$ cat config.mk
export PLATFORM = sky130hd
export DESIGN_NAME = region_decode
export DESIGN_NICKNAME = d
export VERILOG_FILES = /design/src/rtl/mem_map_pkg.sv /design/src/rtl/region_decode.sv
export SDC_FILE = /design/constraint.sdc
export NUM_CORES = 1
export LEC_CHECK = 0
export ABC_CLOCK_PERIOD_IN_PS = 2100
export CAP_MARGIN = 30
export CORE_AREA = 2 2 150 152
export DETAILED_ROUTE_END_ITERATION = 10
export DIE_AREA = 0 0 152 154
export DONT_BUFFER_PORTS = 1
export PLACE_DENSITY = 0.3
export SYNTH_ARGS = -nofsm -noshare
export SYNTH_HDL_FRONTEND = slang
export SYNTH_SLANG_ARGS = --single-unit
$ cat constraint.sdc
create_clock -name vclk -period 2.1
set_input_delay 0.42 -clock vclk [all_inputs]
set_output_delay 0.42 -clock vclk [all_outputs]
set_load 0.005 [all_outputs]
$ cat src/rtl/mem_map_pkg.sv
package mem_map_pkg;

    ////////////////////
    // address regions
    ////////////////////

    // word address bits 29..26 pick the region
    localparam int REGION_MSB = 29;
    localparam int REGION_LSB = 26;

    typedef enum logic [3:0] {
        REG_CACHE  = 4'h0,
        REG_TEXT   = 4'hc,
        REG_DEBUG  = 4'hd,
        REG_KBD    = 4'he,
        REG_LOADER = 4'hf
    } region_e;

    // trap window inside region d, bits 25..18
    localparam logic [7:0] TRAP_TAG = 8'hdd;

    // trace queue pointer offsets inside region d
    localparam logic [25:0] TRACE_START_ADDR = 26'h3000001;
    localparam logic [25:0] TRACE_END_ADDR   = 26'h3000002;

    // cpu data port request
    typedef struct packed {
        logic        read;
        logic        write;
        logic [29:0] addr;
        logic [31:0] wdata;
        logic [3:0]  byte_en;
    } dmem_req_t;

    function automatic region_e region_of(input logic [29:0] addr);
        case (addr[REGION_MSB:REGION_LSB])
            4'hc:    return REG_TEXT;
            4'hd:    return REG_DEBUG;
            4'he:    return REG_KBD;
            4'hf:    return REG_LOADER;
            default: return REG_CACHE;
        endcase
    endfunction

endpackage

$ cat src/rtl/region_decode.sv
`timescale 1ns/1ps

module region_decode
    import mem_map_pkg::*;
(
    input  dmem_req_t   dmem_req,
    input  logic [29:0] fetch_addr,
    input  logic [31:0] cache_rdata,
    input  logic [31:0] loader_rdata,
    input  logic [31:0] loader_fetch,
    input  logic [31:0] trace_rdata,
    output dmem_req_t   cache_req,
    output logic        text_wr,
    output logic [25:0] trace_addr,
    output logic        loader_en,
    output logic        loader_we,
    output logic        trap_stall,
    output logic [31:0] dmem_rdata,
    output logic [31:0] fetch_rdata
);

    region_e data_region;
    region_e fetch_region;

    assign data_region  = region_of(dmem_req.addr);
    assign fetch_region = region_of(fetch_addr);

    always_comb begin
        // defaults leave every memory untouched
        cache_req  = '0;
        text_wr    = 1'b0;
        trace_addr = '0;
        loader_en  = 1'b0;
        loader_we  = 1'b0;
        trap_stall = 1'b0;
        dmem_rdata = '0;

        case (data_region)
            REG_TEXT: begin
                text_wr = dmem_req.write;
            end
            REG_DEBUG: begin
                if (dmem_req.addr[25:18] == TRAP_TAG) begin
                    trap_stall = dmem_req.read | dmem_req.write;
                end else begin
                    trace_addr = dmem_req.addr[25:0];
                    dmem_rdata = trace_rdata;
                end
            end
            REG_KBD: begin
                // no keyboard behind this, reads zero
                dmem_rdata = '0;
            end
            REG_LOADER: begin
                loader_en  = 1'b1;
                loader_we  = dmem_req.write;
                dmem_rdata = loader_rdata;
            end
            default: begin
                cache_req  = dmem_req;
                dmem_rdata = cache_rdata;
            end
        endcase

        // only the loader holds code
        fetch_rdata = (fetch_region == REG_LOADER) ? loader_fetch : '0;
    end

endmodule

==> results.yml, run 1 <==
min_path:
  hold_class: "input pin to primary output"
  worstHoldStart: "dmem_req[65]"
die:
  pin_count: 388
  start_util_pct: 7.12
  coreArea_um2: 21700
  dieArea_um2: 23400
  die_y_um: 154
  die_w_um: 152
  rows: 54
cells_and_area:
  synthToLayoutAreaGrowth_pct: 25.4
  register_area_um2: 0
  n_sequential_cell: 0
  layout-drive-gt1-share_pct: 6.91
  fillCellCount: 2517
  nClkBuffers: 0
  final_common_cell: "and2_1"
  final_nets: 445
  final_cell_mix: "125 x and2_1, 32 x and3_1, 32 x a221o_1, 7 x buf_4, 5 x buf_12"
sta:
  tightest_slew_ns: 0.677
  timing.fmax_mhz: 501
  slew_viol_final: 0
  rsz0062_at_grt: "no"
  hold_viol_final: 0
  slew_headroom_pct: 54.8
  finalCritPeriodShare_pct: 95.1
  setup_viol: 0
  setup_ws_ns: 0.104
  fin_setup_tns_ns: 0
  period_needed_ns: 2.00
clocking:
  postCtsHoldBufs: 0
  postCtsSetupRepairBufs: 0
  ctsResizeCount: 0
grt:
  grt_antenna_before_repair: 6
  grt_start_max_net_pins: 37
  grt_util_all_layers_pct: 7.30
  grt_pass1_wl_um: 12800
  grt-ovfl-total: 0
  grt_pass1_vias: 1825
routing:
  detail-route-antenna-nets: 0
  wl_per_cell_um: 20.5
  firstDrtPassIters: 4
  dr.first_iter.drc_count: 78
  num_vias: 1849
  drt-vias-per-instance: 3.71
  remaining_drc_errors: 0
  drt_wl_total_um: 10200
setup_path:
  critPathLaunch: "dmem_req[54]"
  end_kind: "primary output"
  critPathKind: "input pin to primary output"
  cp.required_ns: 1.68
  crit_arrival_ns: 1.58
  crit_path_start_kind: "input pin"
  crit_fanout: 16
logic_synthesis:
  yosys.area.top_type_share_pct: 50.2
  yosys_warnings: 0
  ys_types: 18
  synth_nets: 456
  syn_avg_cell_area_um2: 6.71
  synth_largest_area_cell: "and2_1"
  synthCells: 230
  ys_top_cells_by_area: "and2_1 50%, a221o_1 21%, and3_1 13%, clkbuf_1 4.6%, a2111oi_4 1.8%"
  syn_area_um2: 1540
  ys_seq_area_share_pct: 0
run_status:
  outcome: "complete, no violations"
pwr:
  p_leak_nw: 0.756
  irDropWorstVdd_mv: 0.0259
  finalPower_w: 0.000281
  p_per_area_nw_per_um2: 145
placement:
  routabilityCongestion: 0.666
  post-place-ws_ns: 0.0841
  dp_hpwl_um: 9180
  io_buffers: 0
job:
  drv_cap: 0
-- Yosys cell counts, drive strengths merged --
cell and n:
a2111oi 1, a221o 32, and2 125, and3 32, and4 1, and4b 2, buf 6, clkbuf 19
inv 1, nand2 3, nor2 3, nor2b 2, nor3 2, o2111a 1
-- critical path, cell delays in order --
cell and delay [ns]:
and4b_4 0.20, a2111oi_4 0.36, buf_4 0.26, buf_12 0.16, a221o_1 0.17
-- layout make-up --
class	instances	area [µm²]	area share [%]
multi-input combinational	204	1430	73.7
antenna	1	2.50	0.129
inverter	1	3.75	0.194
tap	280	350	18.1
timing repair buffer	12	153	7.89
-- per-stage QoR --
step / util [%] / cell area (µm²) / cells / hold slack [ns]
after floorplan: - / 1540 / 230 / 0.870
after global placement: 8.91 / 1930 / 497 / 0.877
after detailed placement: 8.91 / 1930 / 497 / 0.876
after CTS: 8.91 / 1930 / 497 / 0.876
after global routing: 8.91 / 1930 / 497 / 0.880
final: 8.92 / 1940 / 498 / 0.874
-- cells by family after synthesis --
family	synth area share [%]
and+or+nand+nor	68.6
AOI/OAI and AO/OA	23.3
buffers and inverters	8.10
-- layer usage --
| layer | GRT usage (%) | share of wire (%) |
|---|---|---|
| met5 | 0 | 0.64 |
| met4 | 1.60 | 2.8 |
| met3 | 2.79 | 11 |
| met2 | 14.7 | 54 |
| met1 | 6.96 | 32 |
-- path summary, 6_finish.rpt --
check / slack (ns) / cells past startpoint / to
worst min-delay path: 0.87 / 1 / cache_req[64]
worst max-delay path: 0.10 / 5 / dmem_rdata[16]
-- power breakdown --
part | internal [W] | switching, W | total (W) | leakage, nW
registers | 0 | 0 | 0 | 0
clock network | 0.0000000000637 | 0 | 0.0000000000637 | 0.00000634
logic | 0.000123 | 0.000158 | 0.000281 | 0.756
total | 0.000123 | 0.000158 | 0.000281 | 0.756
Note: power is estimated with default switching activity, not from simulation.
==> run 2, diff against run 1 <==
--- a/config.mk
+++ b/config.mk
@@ -5,11 +5,12 @@
 export SDC_FILE = /design/constraint.sdc
 export NUM_CORES = 1
 export LEC_CHECK = 0
+export ABC_AREA = 1
 export ABC_CLOCK_PERIOD_IN_PS = 2100
 export CAP_MARGIN = 30
-export CORE_AREA = 2 2 150 152
+export CORE_AREA = 2 2 152 154
 export DETAILED_ROUTE_END_ITERATION = 10
-export DIE_AREA = 0 0 152 154
+export DIE_AREA = 0 0 154 156
 export DONT_BUFFER_PORTS = 1
 export PLACE_DENSITY = 0.3
 export SYNTH_ARGS = -nofsm -noshare
==> run 2 against run 1 <==
Largest power group unchanged. Synthesized area rose by 23%. Via count rose by 46%. Non-clock buffer count rose by 6. Critical path type unchanged. Global-route usage fell by 0.98 points. Core utilization rose by 1.4 points. Total power rose by 17%. First-iteration DRC count rose to 2.8 times the previous value. Wire length fell by 8.1%.
==> results.yml, run 2 <==
run_status:
  outcome: "complete, no violations"
sta:
  fin_setup_tns_ns: 0
  slew_headroom_pct: 70.8
  tightest_slew_ns: 0.434
  hold_viol_final: 0
  holdWs_ns: 0.878
  setup_viol: 0
  slew_viol_final: 0
  timing.fmax_mhz: 565
  period_needed_ns: 1.77
  finalCritPeriodShare_pct: 84.3
  setup_ws_ns: 0.331
  rsz0062_at_grt: "no"
die:
  coreArea_um2: 22400
  rows: 55
  dieArea_um2: 24000
  pin_count: 388
  die_y_um: 156
  start_util_pct: 8.47
  die_w_um: 154
grt:
  grt-ovfl-total: 0
  grt_pass1_vias: 2217
  grt_util_all_layers_pct: 6.33
  grt_pass1_wl_um: 12400
  grt_start_max_net_pins: 67
  grt_antenna_before_repair: 0
routing:
  remaining_drc_errors: 0
  wl_per_cell_um: 12.6
  detail-route-antenna-nets: 0
  drt-vias-per-instance: 3.64
  firstDrtPassIters: 4
  num_vias: 2707
  dr.first_iter.drc_count: 216
  drt_wl_total_um: 9400
cells_and_area:
  layout-drive-gt1-share_pct: 5.24
  final_common_cell: "inv_1"
  synthToLayoutAreaGrowth_pct: 21.5
  n_antenna_cell: 0
  n_sequential_cell: 0
  fillCellCount: 2656
  fin_cells: 743
  multi_input_area_um2: 1250
  final_nets: 686
  final_cell_mix: "132 x inv_1, 129 x nor2_1, 103 x nand2_1, 33 x nand3_1, 33 x nor3_1"
  register_area_um2: 0
  nClkBuffers: 0
logic_synthesis:
  yosys_warnings: 0
  syn_avg_cell_area_um2: 4.05
  synth_common_cells: "133 x inv_1, 129 x nor2_1, 103 x nand2_1"
  synth_largest_area_cell: "inv_1"
  synth_nets: 694
  ys_seq_area_share_pct: 0
  synth_most_common_cell: "inv_1"
  synthCells: 468
  syn_area_um2: 1890
  yosys.area.top_type_share_pct: 26.4
  ys_types: 15
  ys_top_cells_by_area: "inv_1 26%, nor2_1 26%, nand2_1 20%, nand3_1 8.7%, nor3_1 8.7%"
placement:
  post-place-ws_ns: 0.302
  dp_hpwl_um: 7950
  io_buffers: 0
  routabilityCongestion: 0.681
  dp.cells: 743
setup_path:
  cp.required_ns: 1.68
  crit_slowest_cell: "buf_12"
  crit_path_start_kind: "input pin"
  cp_cell_sequence: "nand2_2, buf_12, inv_2, buf_12, nor2_1, buf_4"
  cpPeakStageDelay_ns: 0.21
  crit_arrival_ns: 1.35
  crit_top_cell: "buf_12"
  end_kind: "primary output"
  crit_fanout: 66
  critPathKind: "input pin to primary output"
clocking:
  postCtsSetupRepairBufs: 0
  ctsResizeCount: 0
  postCtsHoldBufs: 0
pwr:
  p_per_area_nw_per_um2: 143
  irDropWorstVdd_mv: 0.0295
  p_leak_nw: 1.38
job:
  drv_cap: 0
min_path:
  hold_class: "input pin to primary output"
[run 2: changes by cell type after synthesis, sizes merged, moves of 2 or more]
cell    before  now
nor4         0    2
nand3        0   33
and4b        2    0
inv          1  135
and2       125    0
nor3         2   34
nand2        3  104
clkbuf      19   15
nor2         3  130
nor2b        2    0
and3        32    0
buf          6   13
a221o       32    0
[run 2: power breakdown]
group	internal (W)	total (W)	switching, W
Sequential	0	0	0
Clock	0	0	0
Combinational	0.000104	0.000328	0.000225
[run 2: layout make-up]
| cell class | count | share of cell area (%) |
|---|---|---|
| inverter | 135 | 22.0 |
| multi-input combinational | 305 | 54.5 |
| tap | 285 | 15.5 |
| timing repair buffer | 18 | 8.04 |
[run 2: path summary, 6_finish.rpt]
| kind | to | from | cells past startpoint |
|---|---|---|---|
| min | cache_req[65] | dmem_req[64] | 1 |
| max | cache_req[14] | dmem_req[64] | 6 |
[run 2: per-layer routing]
| layer | vias to the layer above | part of all wire, % | track usage [%] |
|---|---|---|---|
| li1 | 1299 | - | - |
| met1 | 1186 | 38 | 7.56 |
| met2 | 214 | 52 | 12.4 |
| met3 | 8 | 8.4 | 0.528 |
| met4 | 0 | 1.6 | 1.02 |
| met5 | - | 0 | 0 |
[run 2: critical path, delay by kind of cell]
kind | cells | cell delay [ns]
buffers and inverters | 4 | 0.57
AND/OR/NAND/NOR | 2 | 0.28
[run 2: stage by stage]
step,utilization [%],area (µm²),power [W]
3_5_place_dp,10.3,2300,0.000328
6_report,10.3,2300,0.000328
3_3_place_gp,10.3,2300,0.000333
4_1_cts,10.3,2300,0.000329
2_1_floorplan,-,1890,0.000247
5_1_grt,10.3,2300,0.000368
[run 2: logic make-up after synthesis]
logic type	Yosys count	synth area share, %
AOI/OAI and AO/OA	1	0.264
buffers and inverters	163	33.8
and+or+nand+nor	304	65.9
==> run 3, diff against run 2 <==
--- a/config.mk
+++ b/config.mk
@@ -6,7 +6,7 @@
 export NUM_CORES = 1
 export LEC_CHECK = 0
 export ABC_AREA = 1
-export ABC_CLOCK_PERIOD_IN_PS = 2100
+export ABC_CLOCK_PERIOD_IN_PS = 1800
 export CAP_MARGIN = 30
 export CORE_AREA = 2 2 152 154
 export DETAILED_ROUTE_END_ITERATION = 10
==> constraint.sdc (replaced) <==
create_clock -name vclk -period 1.8
set_input_delay 0.36 -clock vclk [all_inputs]
set_output_delay 0.36 -clock vclk [all_outputs]
set_load 0.005 [all_outputs]
==> run 3 against run 2 <==
Sequential share of layout area unchanged. Sequential cell count unchanged. Clock-buffer cell count did not move. Wire length up 0.16%. Design area up 2.8%. Total power grew 19%. Critical path depth is the same. Combinational power grew 19%. Hold slack got worse by 0.12 ns. First-iteration DRC count shrank 47%. Setup slack lost 0.19 ns. Die area did not move. Critical endpoint is now dmem_rdata[26]. Largest cell class unchanged. Highest routed layer unchanged.
==> results.yml, run 3 (same netlist as run 2, synthesis figures left out) <==
placement:
  dp.cells: 750
  io_buffers: 0
  routabilityCongestion: 0.680
  dp_hpwl_um: 8130
  post-place-ws_ns: 0.0741
  placed_cell_area_um2: 2370
setup_path:
  end_kind: "primary output"
  cp.required_ns: 1.44
  critPathKind: "input pin to primary output"
  crit_path_start_kind: "input pin"
  crit_fanout: 33
  cp_cell_sequence: "nand2_2, buf_4, nor3_4, buf_12, nand2_1, nand3_1"
  critPathLaunch: "dmem_req[64]"
  crit_slowest_cell: "buf_4"
  cpPeakStageDelay_ns: 0.22
  crit_arrival_ns: 1.30
sta:
  slew_viol_final: 0
  period_needed_ns: 1.66
  timing.fmax_mhz: 603
  finalCritPeriodShare_pct: 92.2
  fin_setup_tns_ns: 0
  tightest_slew_ns: 0.425
  setup_viol: 0
  rsz0062_at_grt: "no"
  setup_ws_ns: 0.140
  slew_headroom_pct: 71.4
  hold_viol_final: 0
cells_and_area:
  layout-drive-gt1-share_pct: 6.67
  final_cell_mix: "132 x inv_1, 129 x nor2_1, 103 x nand2_1, 33 x nand3_1, 33 x nor3_1"
  nClkBuffers: 0
  final_nets: 693
  register_area_um2: 0
  synthToLayoutAreaGrowth_pct: 25.0
  final_area_um2: 2370
  n_sequential_cell: 0
  fin_cells: 750
  final_common_cell: "inv_1"
  n_antenna_cell: 0
job:
  drv_cap: 0
grt:
  grt_pass1_wl_um: 12100
  grt_start_max_net_pins: 51
  grt_antenna_before_repair: 0
  grt_util_all_layers_pct: 6.29
  grt_pass1_vias: 2242
  grt-ovfl-total: 0
die:
  die_w_um: 154
  die_y_um: 156
  rows: 55
  start_util_pct: 8.47
  dieArea_um2: 24000
  pin_count: 388
  coreArea_um2: 22400
clocking:
  postCtsSetupRepairBufs: 0
  postCtsHoldBufs: 0
  ctsResizeCount: 0
min_path:
  hold_class: "input pin to primary output"
  worstHoldStart: "dmem_req[64]"
  hold_end: "cache_req[65]"
  holdPathStages: 1
routing:
  drt-vias-per-instance: 3.62
  wl_per_cell_um: 12.5
  firstDrtPassIters: 4
  num_vias: 2712
  detail-route-antenna-nets: 0
  drt_wl_total_um: 9410
  dr.first_iter.drc_count: 115
  remaining_drc_errors: 0
pwr:
  finalPower_w: 0.000390
  irDropWorstVdd_mv: 0.0275
  p_per_area_nw_per_um2: 165
  p_leak_nw: 1.43
run_status:
  outcome: "complete, no violations"
==> run 3: cell count changes in the layout (fill, tap and decap cells not counted), sizes merged <==
cell,previous run,this run
buf,18,25
==> run 3: through the flow <==
stage / hold WS [ns] / util, %
global placement: 0.757 / 10.6
floorplan: 0.751 / -
detailed placement: 0.754 / 10.6
global route: 0.759 / 10.6
CTS: 0.754 / 10.6
finish: 0.753 / 10.6
==> run 3: metal layers <==
layer / track usage (%) / part of all wire (%) / vias to the layer above
met5: 0 / 0 / -
met4: 2.18 / 3.3 / 0
met3: 0.583 / 8.6 / 18
met2: 12.1 / 50 / 219
met1: 7.24 / 38 / 1163
li1: - / - / 1312
==> run 3: worst max path at each step <==
stage | to | slack (ns) | cells after the start
6_report | dmem_rdata[26] | 0.14 | 6
2_1_floorplan | trace_addr[10] | 0.36 | 6
4_1_cts | dmem_rdata[17] | 0.07 | 6
5_1_grt | dmem_rdata[16] | 0.05 | 6
3_5_place_dp | dmem_rdata[17] | 0.07 | 6
3_3_place_gp | dmem_rdata[9] | 0.08 | 6
==> run 3: report_power, final <==
part | internal [W] | switching [W]
sequential | 0 | 0
combinational | 0.000128 | 0.000261
clock | 0 | 0
==> run 3: final cells by class <==
class              instances  area, µm²
fillers                 2661      20000
inverters                135        507
multi-input cells        305       1250
well taps                285        357
repair buffers            25        250
==> run 3: critical path, delay by kind of cell <==
| kind | cells | cell delay [ns] |
|---|---|---|
| AND/OR/NAND/NOR | 4 | 0.49 |
| buffers and inverters | 2 | 0.43 |
