<file path="src/rtl/cache_pkg.sv">
package cache_pkg;

    ////////////////////
    // cache controller
    ////////////////////

    // apb transfer phases, done is the one cycle after completion
    typedef enum logic [1:0] {
        C_IDLE,
        C_SETUP,
        C_ACCESS,
        C_DONE
    } cache_state_e;

    // apb master outputs
    typedef struct packed {
        logic        psel;
        logic        penable;
        logic        pwrite;
        logic [31:0] paddr;
        logic [31:0] pwdata;
    } apb_req_t;

    ////////////////////
    // miss trace
    ////////////////////

    // one record per stalled miss cycle
    typedef struct packed {
        logic [29:0] addr;
        logic        write;
        logic [6:0]  miss_num;
        logic [7:0]  cycle;
    } trace_entry_t;

endpackage

</file>
<file path="src/rtl/mem_map_pkg.sv">
package mem_map_pkg;

    ////////////////////
    // address regions
    ////////////////////

    // word address bits 29..26 pick the region
    localparam int REGION_MSB = 29;
    localparam int REGION_LSB = 26;

    typedef enum logic [3:0] {
        REG_CACHE  = 4'h0,
        REG_TEXT   = 4'hc,
        REG_DEBUG  = 4'hd,
        REG_KBD    = 4'he,
        REG_LOADER = 4'hf
    } region_e;

    // trap window inside region d, bits 25..18
    localparam logic [7:0] TRAP_TAG = 8'hdd;

    // trace queue pointer offsets inside region d
    localparam logic [25:0] TRACE_START_ADDR = 26'h3000001;
    localparam logic [25:0] TRACE_END_ADDR   = 26'h3000002;

    // cpu data port request
    typedef struct packed {
        logic        read;
        logic        write;
        logic [29:0] addr;
        logic [31:0] wdata;
        logic [3:0]  byte_en;
    } dmem_req_t;

    function automatic region_e region_of(input logic [29:0] addr);
        case (addr[REGION_MSB:REGION_LSB])
            4'hc:    return REG_TEXT;
            4'hd:    return REG_DEBUG;
            4'he:    return REG_KBD;
            4'hf:    return REG_LOADER;
            default: return REG_CACHE;
        endcase
    endfunction

endpackage

</file>
<file path="src/rtl/dcache.sv">
`timescale 1ns/1ps

module dcache
    import mem_map_pkg::*;
    import cache_pkg::*;
#(
    parameter int CACHE_LINES = 16
) (
    input  logic        cache_stall,
    input  logic        rst,
    input  dmem_req_t   cache_req,
    input  logic [31:0] prdata,
    input  logic        pready,
    output apb_req_t    apb_req,
    output logic [31:0] rdata,
    output logic        miss_busy,
    output logic [29:0] miss_addr
);

    localparam int IDX_W = $clog2(CACHE_LINES);
    localparam int TAG_W = 30 - IDX_W;

    logic [31:0]            line_data  [CACHE_LINES];
    logic [TAG_W-1:0]       line_tag   [CACHE_LINES];
    logic [CACHE_LINES-1:0] line_valid;

    cache_state_e state;
    logic [29:0]  addr_q;
    logic [31:0]  wdata_q;
    logic [3:0]   be_q;
    logic         pwrite_q;
    logic         wr_hit_q;
    logic         rmw_q;

    logic [IDX_W-1:0] req_idx;
    logic [IDX_W-1:0] fill_idx;
    logic [TAG_W-1:0] req_tag;
    logic             hit;
    logic             start;
    logic             done;

    function automatic logic [31:0] merge_bytes(input logic [31:0] old_word,
                                                input logic [31:0] new_word,
                                                input logic [3:0]  be);
        logic [31:0] result;
        result = old_word;
        for (int i = 0; i < 4; i++) begin
            if (be[i]) begin
                result[8*i +: 8] = new_word[8*i +: 8];
            end
        end
        return result;
    endfunction

    assign req_idx  = cache_req.addr[IDX_W-1:0];
    assign req_tag  = cache_req.addr[29:IDX_W];
    assign fill_idx = addr_q[IDX_W-1:0];
    assign hit      = line_valid[req_idx] && (line_tag[req_idx] == req_tag);

    // writes always go out, reads only on a miss
    assign start = cache_req.write || (cache_req.read && !hit);
    assign done  = (state == C_ACCESS) && pready;

    assign rdata     = line_data[req_idx];
    assign miss_busy = ((state == C_IDLE) && start) || (state == C_SETUP) || (state == C_ACCESS);
    assign miss_addr = (state == C_IDLE) ? cache_req.addr : addr_q;

    assign apb_req.psel    = (state == C_SETUP) || (state == C_ACCESS);
    assign apb_req.penable = (state == C_ACCESS);
    assign apb_req.pwrite  = pwrite_q;
    assign apb_req.paddr   = {addr_q, 2'b00};
    assign apb_req.pwdata  = wdata_q;

    ////////////////////
    // transfer FSM
    ////////////////////

    always_ff @(posedge cache_stall) begin
        if (!rst) begin
            state      <= C_IDLE;
            pwrite_q   <= 1'b0;
            wr_hit_q   <= 1'b0;
            rmw_q      <= 1'b0;
            line_valid <= '0;
        end else begin
            case (state)
                C_IDLE: begin
                    if (start) begin
                        state    <= C_SETUP;
                        wr_hit_q <= cache_req.write && hit;
                        // partial write miss reads the word first
                        rmw_q    <= cache_req.write && !hit && (cache_req.byte_en != 4'hf);
                        pwrite_q <= cache_req.write && (hit || cache_req.byte_en == 4'hf);
                    end
                end
                C_SETUP: begin
                    state <= C_ACCESS;
                end
                C_ACCESS: begin
                    if (pready) begin
                        if (rmw_q) begin
                            rmw_q    <= 1'b0;
                            pwrite_q <= 1'b1;
                            state    <= C_SETUP;
                        end else begin
                            state <= C_DONE;
                            if (!pwrite_q) begin
                                line_valid[fill_idx] <= 1'b1;
                            end
                        end
                    end
                end
                default: begin
                    state <= C_IDLE;
                end
            endcase
        end
    end

    ////////////////////
    // lines and payload
    ////////////////////

    always_ff @(posedge cache_stall) begin
        if ((state == C_IDLE) && start) begin
            addr_q  <= cache_req.addr;
            be_q    <= cache_req.byte_en;
            wdata_q <= hit ? merge_bytes(line_data[req_idx], cache_req.wdata, cache_req.byte_en)
                           : cache_req.wdata;
        end
        if (done && rmw_q) begin
            wdata_q <= merge_bytes(prdata, wdata_q, be_q);
        end
        // fill on read completion
        if (done && !pwrite_q && !rmw_q) begin
            line_data[fill_idx] <= prdata;
            line_tag[fill_idx]  <= addr_q[29:IDX_W];
        end
        if (done && pwrite_q && wr_hit_q) begin
            line_data[fill_idx] <= wdata_q;
        end
    end

endmodule

</file>
<file path="config.mk">
export PLATFORM = sky130hd
export DESIGN_NAME = dcache
export DESIGN_NICKNAME = d
export VERILOG_FILES = /design/src/rtl/cache_pkg.sv /design/src/rtl/mem_map_pkg.sv /design/src/rtl/dcache.sv
export SDC_FILE = /design/constraint.sdc
export NUM_CORES = 1
export LEC_CHECK = 0
export BUFFER_PORTS_ARGS = -buffer_cell sky130_fd_sc_hd__buf_4
export CAP_MARGIN = 40
export CORE_MARGIN = 2
export CORE_UTILIZATION = 30
export DETAILED_ROUTE_END_ITERATION = 7
export GPL_TIMING_DRIVEN = 0
export PLACE_DENSITY_LB_ADDON = 0.25
export SYNTH_ARGS = -nofsm -noshare
export SYNTH_HDL_FRONTEND = slang
export SYNTH_SLANG_ARGS = --single-unit
</file>
<file path="constraint.sdc">
create_clock -name cache_stall -period 6.2 [get_ports cache_stall]
set_input_delay 1.86 -clock cache_stall [delete_from_list [all_inputs] [get_ports cache_stall]]
set_output_delay 1.86 -clock cache_stall [all_outputs]
set_load 0.01 [all_outputs]
</file>
==> results of run 1 <==
==> final cells by class <==
class	count	area share
Tap cell	1768	0.0439
Clock inverter	68	0.0146
Sequential cell	1015	0.601
Buffer	101	0.0191
Timing Repair Buffer	342	0.0730
Multi-Input combinational cell	751	0.194
Inverter	10	0.000993
Clock buffer	126	0.0541
==> worst paths after layout <==
path | end | slack, ns | depth (start not counted)
worst max-delay path | miss_busy | -0.46 | 14
worst min-delay path | line_valid[4]$_SDFFE_PN0P_ | 0.47 | 1
worst max register to register | wdata_q[28]$_DFFE_PP_ | 2.37 | 12
worst min register to register | line_valid[4]$_SDFFE_PN0P_ | 0.47 | 1
==> stage by stage <==
stage               power [mW]  utilization
floorplan                 9.35            -
global placement          10.5        0.332
detailed placement        10.7        0.346
CTS                       17.1        0.378
global route              17.5        0.379
finish                    17.0        0.379
==> where the power goes <==
group / switching (mW) / internal (mW)
clock: 2.60 / 3.76
combinational: 1.27 / 0.955
sequential: 0.352 / 8.04
==> timing repair <==
item | CTS | global route
buffers inserted | 23 | 5
resized for setup | 154 | 12
pin swaps | 11 | 12
endpoints found under the setup margin | 101 | 33
cloned | 0 | 0
==> critical path, delay by kind of cell <==
family / cells / cell delay, ns
buffers and inverters: 5 / 0.66
muxes: 1 / 0.52
and+or+nand+nor: 3 / 0.71
xor gates and xnor gates: 1 / 0.26
AOI/OAI and AO/OA: 4 / 0.77
==> Yosys cell counts, types with 2 or more instances <==
cell and instances:
buf_2 28, mux2i_1 42, dfxtp_1 21, a31oi_1 33, nand2b_1 8, o21a_1 21
o22ai_1 15, a21oi_1 4, inv_1 8, buf_1 13, nand2_1 21, nor4b_1 2
a22o_1 8, buf_6 5, nand3_1 7, nor2b_1 9, o211ai_1 3, a22oi_1 4
mux2_2 81, xor2_1 14, nand4_1 5, edfxtp_1 994, and4_1 2, buf_4 9
a211oi_1 2, o21ai_0 38, ha_1 4, nand3b_1 32, a221oi_1 6, and2_1 3
o31a_1 2, xnor2_1 15, mux4_2 254, clkbuf_1 49, nor3_1 11, nor2_1 76
a221oi_2 2, and3_1 3, nor4_1 5
==> registers in the layout, summed over array words and instances, names as in the netlist <==
| signal | cells |
|---|---|
| addr_q | 30 |
| line_tag | 416 |
| state | 2 |
| pwrite_q | 1 |
| rmw_q | 1 |
| wdata_q | 32 |
| line_data | 512 |
| be_q | 4 |
| line_valid | 16 |
| wr_hit_q | 1 |
==> layer usage <==
metal / GRT usage / vias up
li1: - / 8801
met1: 0.230 / 11350
met2: 0.279 / 848
met3: 0.0420 / 170
met4: 0.0474 / 8
met5: 0.00350 / -
==> cells by family after synthesis <==
family          after synthesis
compound gates              150
buf+inv                     114
flops                      1015
simple gates                189
xor+xnor                     29
other cells                   1
mux                         377
fa+ha+maj                     4
==> reports/results.ini, run 1 <==
[layout]
finalNetCount=2432
n_antenna_cell=0
final_cell_mix=edfxtp_1, buf_4, mux4_2, clkbuf_16, mux2_2
post-route-cell-area_um2=50400
final_common_cell=edfxtp_1
ff_latch_area_um2=30300
area_growth_pct=25.5
final_cells=4181
fill_cells=12077
multi_input_area_um2=9750
drive_gt1_frac=0.396

[power]
p_leak_nw=16.3
ir_drop_uv=210
powerDensity_nw_per_um2=337

[critical_path]
crit_slowest_cell=mux4_2
startpoint_type=input port
critPathMaxFanout=6
cp_common_cell=buf_12
cp_slowest_stage_delay_ns=0.52
reg2reg_from=line_tag[15][15]$_DFFE_PP_
cp.required_ns=4.34
crit_type=in2out
path_cells=buf_12, buf_12, buf_12, mux4_2, a22o_1, a221oi_2, xor2_2, nand4_1, nor4b_4, buf_4, nand3_4, a21oi_4, o21ai_4, buf_6
critPathCaptureType=output port
critPathLaunch=cache_req[36]
arrival_ns=4.80

[floorplanning]
start_util=0.302
dieHeight_um=370
coreArea_um2=133000
rows=134
io_pins=233
die_w_um=370
dieArea_um2=137000

[clocking]
cts.sinks=1015
numCtsBuffers=104
clk_root_buffer_cell=clkbuf_16
h-tree-depth=3
clockBufferDepth=3
cts_tree=built
clock_latency_ns=0.68
cts_hold_buf=0
path_clk_slew_ns=0.06

[synthesis]
synthAdderAreaFrac=0.00125
synth_edf_count=994
synthCells=1879
synth_mux_area_frac=0.176
synth_area_leaders=edfxtp_1, mux4_2, mux2_2, dfxtp_1, mux2i_1
synth_area_um2=40200
synth_flop_cell=edfxtp_1
synth_top_family_by_area=multiplexers
yosys_warnings=0
synthArstFlopShare=0
synth_seq_cells=1015
yosysTopAreaCell=edfxtp_1
ys_seq_area_frac=0.754
synth_cell_types=59
synth_compound_area_frac=0.0253
synth-simple-area-share=0.0244
synth_xor_area_frac=0.00632
yosysTopAreaCellShare=0.743
avgSynthCellArea_um2=21.4

[route]
drt_iter0_drc=2072
routed.top_layer=met5
wl_met2_um=57100
wirelength_um=119000
drc_errors=0
wl_met3_um=9440
viasPerCell=5.07
wl_met1_um=49500
vias=21177
routedWlPerCell_um=28.5
dr.pass1.iters=5
ant_nets=0

[timing]
rsz0062_at_grt=true
worst_pin_slew_ns=0.942
setup_ws_ns=-0.461
setup_tns_ns=-4.60
finalMaxSlewViolations=0
max-slew-margin-rel=0.372
hold_violations=0
fin_worst_skew_ns=0.0260
worst_hold_slack_ns=0.468
min_period_ns=6.66
timing.fmax_ghz=0.150
min_period_over_period=1.07
finalSetupViolCount=32

[worst_hold_path]
min_from=line_valid[4]$_SDFFE_PN0P_
min_path_type=reg2reg

[placement]
io_buffer_count=230
dp_hpwl_um=82500
place.gp.congestion=0.808
pre_cts_ws_ns=-2.31
dpl.cell_count=3962
dpl-instance-area_um2=46100

[global_routing]
grt_overflow_total=0
grt_util_all_layers=0.172
antenna_found_initial=7
grt_pass1_wl_um=165000
grt_pass1_vias=21689
grt_max_degree=23

[run_status]
failed_checks=negative setup slack
status=complete, but fails checks

[run]
max_cap_viol_count=0

Note: power is estimated with default switching activity, not from simulation.
==> run 2, diff against run 1 <==
--- a/config.mk
+++ b/config.mk
@@ -12,6 +12,7 @@
 export DETAILED_ROUTE_END_ITERATION = 7
 export GPL_TIMING_DRIVEN = 0
 export PLACE_DENSITY_LB_ADDON = 0.25
+export SETUP_SLACK_MARGIN = 0.1
 export SYNTH_ARGS = -nofsm -noshare
 export SYNTH_HDL_FRONTEND = slang
 export SYNTH_SLANG_ARGS = --single-unit
==> run 2 against run 1 <==
The flow still finishes with violations (negative setup slack). Fmax is 1.7% lower. Combinational power is 3% higher. Design area is 0.28% higher. Worst hold slack worse by 0.0023 ns. Via count is 1.3% higher. Utilization is 0.10 points higher. Critical path depth stayed put. Routed wire length is 2.3% higher.
==> reports/results.ini, run 2 (same netlist as run 1, synthesis figures left out) <==
[critical_path]
cp_slowest_stage_delay_ns=0.46  ; was 0.52 ns
crit_slowest_cell=nor4b_4  ; was mux4_2
cp.required_ns=4.34  ; about the same
cp_common_cell=buf_6  ; was buf_12
crit_type=in2out  ; unchanged
critPathCaptureType=output port  ; unchanged
startpoint_type=input port  ; unchanged
arrival_ns=4.92  ; was 4.80 ns
path_cells=buf_6, buf_2, buf_6, buf_4, mux4_2, mux2i_1, mux2i_1, xnor2_1, nand2_1, nor4b_4, nand3_4, a21oi_4, o21ai_4, buf_6  ; was buf_12, buf_12, buf_12, mux4_2, a22o_1, a221oi_2, xor2_2, nand4_1, nor4b_4, buf_4, nand3_4, a21oi_4, o21ai_4, buf_6
critPathMaxFanout=11  ; was 6

[timing]
setup_ws_ns=-0.575  ; was -0.461 ns
rsz0062_at_grt=true  ; unchanged
max-slew-margin-rel=0.372  ; about the same
finalSetupViolCount=33  ; was 32
min_period_ns=6.78  ; was 6.66 ns
fin_worst_skew_ns=0.0256  ; was 0.0260 ns
hold_violations=0  ; unchanged
timing.fmax_ghz=0.148  ; was 0.150 GHz
worst_pin_slew_ns=0.942  ; about the same
finalMaxSlewViolations=0  ; unchanged
min_period_over_period=1.09  ; was 1.07

[placement]
dpl-instance-area_um2=45700  ; was 46100 µm²
place.gp.congestion=0.810  ; was 0.808
dp_hpwl_um=80800  ; was 82500 µm
io_buffer_count=230  ; unchanged

[layout]
area_growth_pct=25.8  ; was 25.5%
top_regs=line_data x512, line_tag x416, wdata_q x32  ; unchanged
post-route-cell-area_um2=50500  ; was 50400 µm²
largest_reg_flops=512  ; unchanged
final_common_cell=edfxtp_1  ; unchanged
final_cell_mix=edfxtp_1, mux4_2, buf_4, clkbuf_16, mux2_2  ; was edfxtp_1, buf_4, mux4_2, clkbuf_16, mux2_2
finalNetCount=2443  ; was 2432
drive_gt1_frac=0.396  ; about the same
top_register=line_data  ; unchanged

[clocking]
path_clk_slew_ns=0.06  ; about the same
numCtsBuffers=104  ; unchanged
clock_latency_ns=0.71  ; was 0.68 ns
clockBufferDepth=3  ; unchanged
cts_hold_buf=0  ; unchanged
cts.sinks=1015  ; unchanged
clk_root_buffer_cell=clkbuf_16  ; unchanged
h-tree-depth=3  ; unchanged
cts_tree=built  ; unchanged

[floorplanning]
coreArea_um2=133000  ; unchanged
dieHeight_um=370  ; unchanged
die_w_um=370  ; unchanged
io_pins=233  ; unchanged
dieArea_um2=137000  ; unchanged
rows=134  ; unchanged
start_util=0.302  ; unchanged

[power]
power_frac_clock=0.368  ; was 0.375
powerDensity_nw_per_um2=334  ; was 337 nW/µm²
power_switching_mw=4.27  ; was 4.22 mW
p_leak_nw=16.4  ; was 16.3 nW
swShare=0.253  ; was 0.249
ir_drop_uv=300  ; was 210 µV
power_mw=16.9  ; was 17.0 mW
p_int_mw=12.6  ; was 12.7 mW
p_comb_frac=0.135  ; was 0.131
p_seq_frac=0.497  ; was 0.494

[global_routing]
grt_max_degree=22  ; was 23
grt_overflow_total=0  ; unchanged
grt_util_all_layers=0.177  ; was 0.172
grt_pass1_vias=22098  ; was 21689
grt_pass1_wl_um=169000  ; was 165000 µm
antenna_found_initial=12  ; was 7

[route]
ant_nets=0  ; unchanged
dr.pass1.iters=8  ; was 5
drt_iter0_drc=2239  ; was 2072
drc_errors=0  ; unchanged
routedWlPerCell_um=29.1  ; was 28.5 µm
wirelength_um=122000  ; was 119000 µm
viasPerCell=5.11  ; was 5.07
vias=21444  ; was 21177

[worst_hold_path]
min_path_type=reg2reg  ; unchanged

[run]
max_cap_viol_count=0  ; unchanged

[run_status]
status=complete, but fails checks  ; unchanged
failed_checks=negative setup slack  ; unchanged

==> run 2: changes by cell type in the layout (fill, tap and decap cells not counted), sizes merged <==
| cell | change |
|---|---|
| diode | +2 |
| clkinvlp | -4 |
| clkinv | -4 |
| buf | +7 |
| bufbuf | +1 |
| clkbuf | +16 |
| bufinv | -6 |
==> run 2: layout make-up <==
class / instances / area [µm²]
fillers: 12197 / 82600
flip-flops and latches: 1015 / 30300
multi-input cells: 751 / 9750
repair buffers: 355 / 3890
clock buffers: 139 / 2830
well taps: 1768 / 2210
plain buffers: 99 / 986
clock inverters: 54 / 543
inverters: 10 / 42.5
diodes: 2 / 5.00
==> run 2: power by group through the flow <==
stage	sequential [mW]	combinational [mW]	clock, mW
after global placement	8.52	1.98	0
after CTS	8.40	2.29	6.32
final	8.40	2.28	6.21
after floorplan	8.44	0.912	0
after detailed placement	8.55	2.15	0
after global routing	8.45	2.41	6.57
==> run 2: critical path, delay by kind of cell <==
family,cells,cell delay [ns]
mux,3,0.67
buf+inv,5,1.14
simple gates,3,0.74
compound gates,2,0.32
xor+xnor,1,0.16
==> run 2: stage by stage <==
stage          setup TNS [ns]  setup WS (ns)  utilization  std cells  hold WS (ns)
2_1_floorplan               0         0.0477            -       1880         0.435
3_3_place_gp          -723.06          -3.52        0.332       3878         0.442
4_1_cts                -11.40         -0.668        0.379       4186         0.468
5_1_grt                 -8.16         -0.691        0.380       4191         0.485
6_report                -6.76         -0.575        0.380       4193         0.466
3_5_place_dp          -140.73          -2.34        0.343       3943         0.453
==> run 2: path summary, 6_finish.rpt <==
kind | endpoint | slack (ns) | cells past startpoint | from
setup / recovery | miss_busy | -0.58 | 14 | cache_req[38]
hold / removal | line_valid[6]$_SDFFE_PN0P_ | 0.47 | 1 | line_valid[6]$_SDFFE_PN0P_
setup reg to reg | wdata_q[23]$_DFFE_PP_ | 1.75 | 12 | line_tag[5][21]$_DFFE_PP_
hold reg to reg | line_valid[6]$_SDFFE_PN0P_ | 0.47 | 1 | line_valid[6]$_SDFFE_PN0P_
==> run 2: timing repair <==
action,CTS,global route
resized for setup,182,17
pin swaps,11,7
setup buffers,43,8
endpoints found under the setup margin,107,33
cloned,9,1
==> run 2: per-layer routing <==
metal | part of all wire | track usage | up-vias
met5 | 0.00038 | 0 | -
met3 | 0.081 | 0.0462 | 166
met1 | 0.42 | 0.236 | 11525
met2 | 0.48 | 0.284 | 915
li1 | - | - | 8830
met4 | 0.024 | 0.0486 | 8
==> run 3, diff against run 2 <==
--- a/config.mk
+++ b/config.mk
@@ -12,6 +12,7 @@
 export DETAILED_ROUTE_END_ITERATION = 7
 export GPL_TIMING_DRIVEN = 0
 export PLACE_DENSITY_LB_ADDON = 0.25
+export REMOVE_ABC_BUFFERS = 1
 export SETUP_SLACK_MARGIN = 0.1
 export SYNTH_ARGS = -nofsm -noshare
 export SYNTH_HDL_FRONTEND = slang
==> run 3 against run 2 <==
The flow still finishes with violations (negative setup slack). Critical path depth decreased by 1. Clock power decreased by 3%. Clock-buffer cell count is 8 lower. Setup slack better by 0.16 ns. Utilization is 0.53 points lower. Routed wire length decreased by 6.9%. Total power decreased by 1.9%. Critical endpoint unchanged. Highest routed layer unchanged.
==> reports/results.ini, run 3 (same netlist as run 1, synthesis figures left out) <==
[critical_path]
critPathLaunch=cache_req[39]  ; was cache_req[38]
reg2reg_to=line_data[3][12]$_DFFE_PP_  ; was wdata_q[23]$_DFFE_PP_
crit_path_end=miss_busy  ; unchanged
critPathCaptureType=output port  ; unchanged
arrival_ns=4.76  ; was 4.92 ns
reg2reg_slack_ns=2.23  ; was 1.75 ns
critPathMaxFanout=13  ; was 11
startpoint_type=input port  ; unchanged
crit_type=in2out  ; unchanged
cp.required_ns=4.34  ; about the same
reg2reg_from=state[0]$_SDFFE_PN0P_  ; was line_tag[5][21]$_DFFE_PP_
reg2reg_depth=11  ; was 12

[placement]
io_buffer_count=230  ; unchanged
dp_hpwl_um=65600  ; was 80800 µm
place.gp.congestion=0.724  ; was 0.810

[timing]
max-slew-margin-rel=0.383  ; was 0.372
min_period_ns=6.62  ; was 6.78 ns
setup_ws_ns=-0.419  ; was -0.575 ns
worst_pin_slew_ns=0.923  ; was 0.942 ns
min_period_over_period=1.07  ; was 1.09
finalMaxSlewViolations=0  ; unchanged
hold_violations=0  ; unchanged
fin_worst_skew_ns=0.0266  ; was 0.0256 ns
rsz0062_at_grt=true  ; unchanged
finalSetupViolCount=1  ; was 33
worst_hold_slack_ns=0.464  ; was 0.466 ns
timing.fmax_ghz=0.151  ; was 0.148 GHz

[floorplanning]
io_pins=233  ; unchanged
die_w_um=370  ; unchanged
dieHeight_um=370  ; unchanged
start_util=0.302  ; unchanged
rows=134  ; unchanged
dieArea_um2=137000  ; unchanged
coreArea_um2=133000  ; unchanged

[power]
swShare=0.252  ; was 0.253
powerDensity_nw_per_um2=333  ; was 334 nW/µm²
ir_drop_uv=248  ; was 300 µV
p_leak_nw=16.0  ; was 16.4 nW
power_frac_clock=0.365  ; was 0.368
p_int_mw=12.4  ; was 12.6 mW
power_switching_mw=4.17  ; was 4.27 mW
power_mw=16.6  ; was 16.9 mW
p_seq_frac=0.506  ; was 0.497
p_comb_frac=0.129  ; was 0.135

[global_routing]
grt_util_all_layers=0.163  ; was 0.177
antenna_found_initial=6  ; was 12
grt_pass1_vias=21112  ; was 22098
grt_pass1_wl_um=157000  ; was 169000 µm
grt_overflow_total=0  ; unchanged
grt_max_degree=84  ; was 22

[route]
dr.pass1.iters=7  ; was 8
ant_nets=0  ; unchanged
wirelength_um=113000  ; was 122000 µm
drc_errors=0  ; unchanged
viasPerCell=5.05  ; was 5.11
drt_iter0_drc=2038  ; was 2239
routedWlPerCell_um=27.8  ; was 29.1 µm
vias=20617  ; was 21444

[layout]
largest_reg_flops=512  ; unchanged
top_regs=line_data x512, line_tag x416, wdata_q x32  ; unchanged
top_register=line_data  ; unchanged
fill_cells=12132  ; was 12197
finalNetCount=2336  ; was 2443
area_growth_pct=24.1  ; was 25.8%
drive_gt1_frac=0.384  ; was 0.396
final_cell_mix=edfxtp_1, mux4_2, buf_4, clkbuf_16, mux2_2  ; unchanged
final_common_cell=edfxtp_1  ; unchanged

[worst_hold_path]
hold_depth=1  ; unchanged
min_path_type=reg2reg  ; unchanged

[clocking]
h-tree-depth=3  ; unchanged
clock_latency_ns=0.72  ; was 0.71 ns
path_clk_slew_ns=0.06  ; about the same
numCtsBuffers=106  ; was 104
cts_hold_buf=0  ; unchanged
cts.sinks=1015  ; unchanged
cts_tree=built  ; unchanged
clockBufferDepth=3  ; unchanged
clk_root_buffer_cell=clkbuf_16  ; unchanged

[run_status]
status=complete, but fails checks  ; unchanged
failed_checks=negative setup slack  ; unchanged

[run]
max_cap_viol_count=0  ; unchanged

## run 3: changes by cell type in the layout (fill, tap and decap cells not counted), moves of 8 or more
cell | before | now
bufbuf_16 | 1 | 12
buf_8 | 19 | 7
buf_6 | 59 | 4
clkinv_1 | 17 | 29
clkbuf_1 | 60 | 19
clkbuf_8 | 9 | 1
clkbuf_4 | 9 | 0
## run 3: timing repair
action                     CTS  global route
buffers inserted            20             3
gates resized for setup     38             4
setup endpoints to repair  113            23
hold endpoints to repair     0             0
gates cloned                16             4
pin swaps                   13            10
## run 3: power by group through the flow
stage                     combinational, mW  sequential [mW]  clock (mW)
final                                  2.14             8.38        6.05
after floorplan                       0.806             8.44           0
after detailed placement               2.05             8.53           0
after CTS                              2.17             8.39        6.19
after global placement                 1.88             8.51           0
after global routing                   2.27             8.43        6.44
## run 3: metal layers
layer | part of all wire | GRT usage | vias to the layer above
li1 | - | - | 8631
met1 | 0.43 | 0.226 | 11066
met2 | 0.47 | 0.261 | 746
met3 | 0.064 | 0.0336 | 170
met4 | 0.026 | 0.0452 | 4
met5 | 0.00025 | 0 | -
## run 3: final cells by class
cell class	instances	area, µm²	share of cell area
Multi-Input combinational cell	751	9790	0.197
Clock buffer	131	2860	0.0575
Sequential cell	1015	30300	0.608
Inverter	10	55.1	0.00111
Clock inverter	63	413	0.00829
Tap cell	1768	2210	0.0444
Timing Repair Buffer	344	4200	0.0843
Antenna cell	2	5.00	0.000100
Timing Repair inverter	1	8.76	0.000176
## run 3: worst min-delay path by stage
stage | end | from
2_1_floorplan | line_valid[10]$_SDFFE_PN0P_ | line_valid[10]$_SDFFE_PN0P_
3_3_place_gp | line_valid[15]$_SDFFE_PN0P_ | line_valid[15]$_SDFFE_PN0P_
3_5_place_dp | line_valid[9]$_SDFFE_PN0P_ | line_valid[9]$_SDFFE_PN0P_
4_1_cts | line_valid[6]$_SDFFE_PN0P_ | line_valid[6]$_SDFFE_PN0P_
5_1_grt | line_valid[10]$_SDFFE_PN0P_ | line_valid[10]$_SDFFE_PN0P_
6_report | line_valid[6]$_SDFFE_PN0P_ | line_valid[6]$_SDFFE_PN0P_
## run 3: stage by stage
| stage | setup TNS, ns | setup WS (ns) | cells | instance area (µm²) | util |
|---|---|---|---|---|---|
| 5_1_grt | -0.508 | -0.508 | 4083 | 49800 | 0.374 |
| 3_5_place_dp | -121.10 | -3.10 | 3845 | 45500 | 0.342 |
| 4_1_cts | -0.391 | -0.391 | 4075 | 49600 | 0.373 |
| 2_1_floorplan | -0.785 | -0.785 | 1776 | 39700 | - |
| 6_report | -0.419 | -0.419 | 4085 | 49800 | 0.374 |
| 3_3_place_gp | -2735.37 | -7.93 | 3774 | 43600 | 0.328 |
## run 3: worst max-delay path, cell delays in order
cell and delay, ns:
buf_4 0.22, buf_16 0.20, inv_16 0.09, buf_16 0.18
mux4_2 0.55, xor2_1 0.17, nor4_2 0.29, nand4_1 0.22
nor4_4 0.33, nand3_4 0.14, a21oi_4 0.21, o21ai_4 0.09
buf_6 0.13
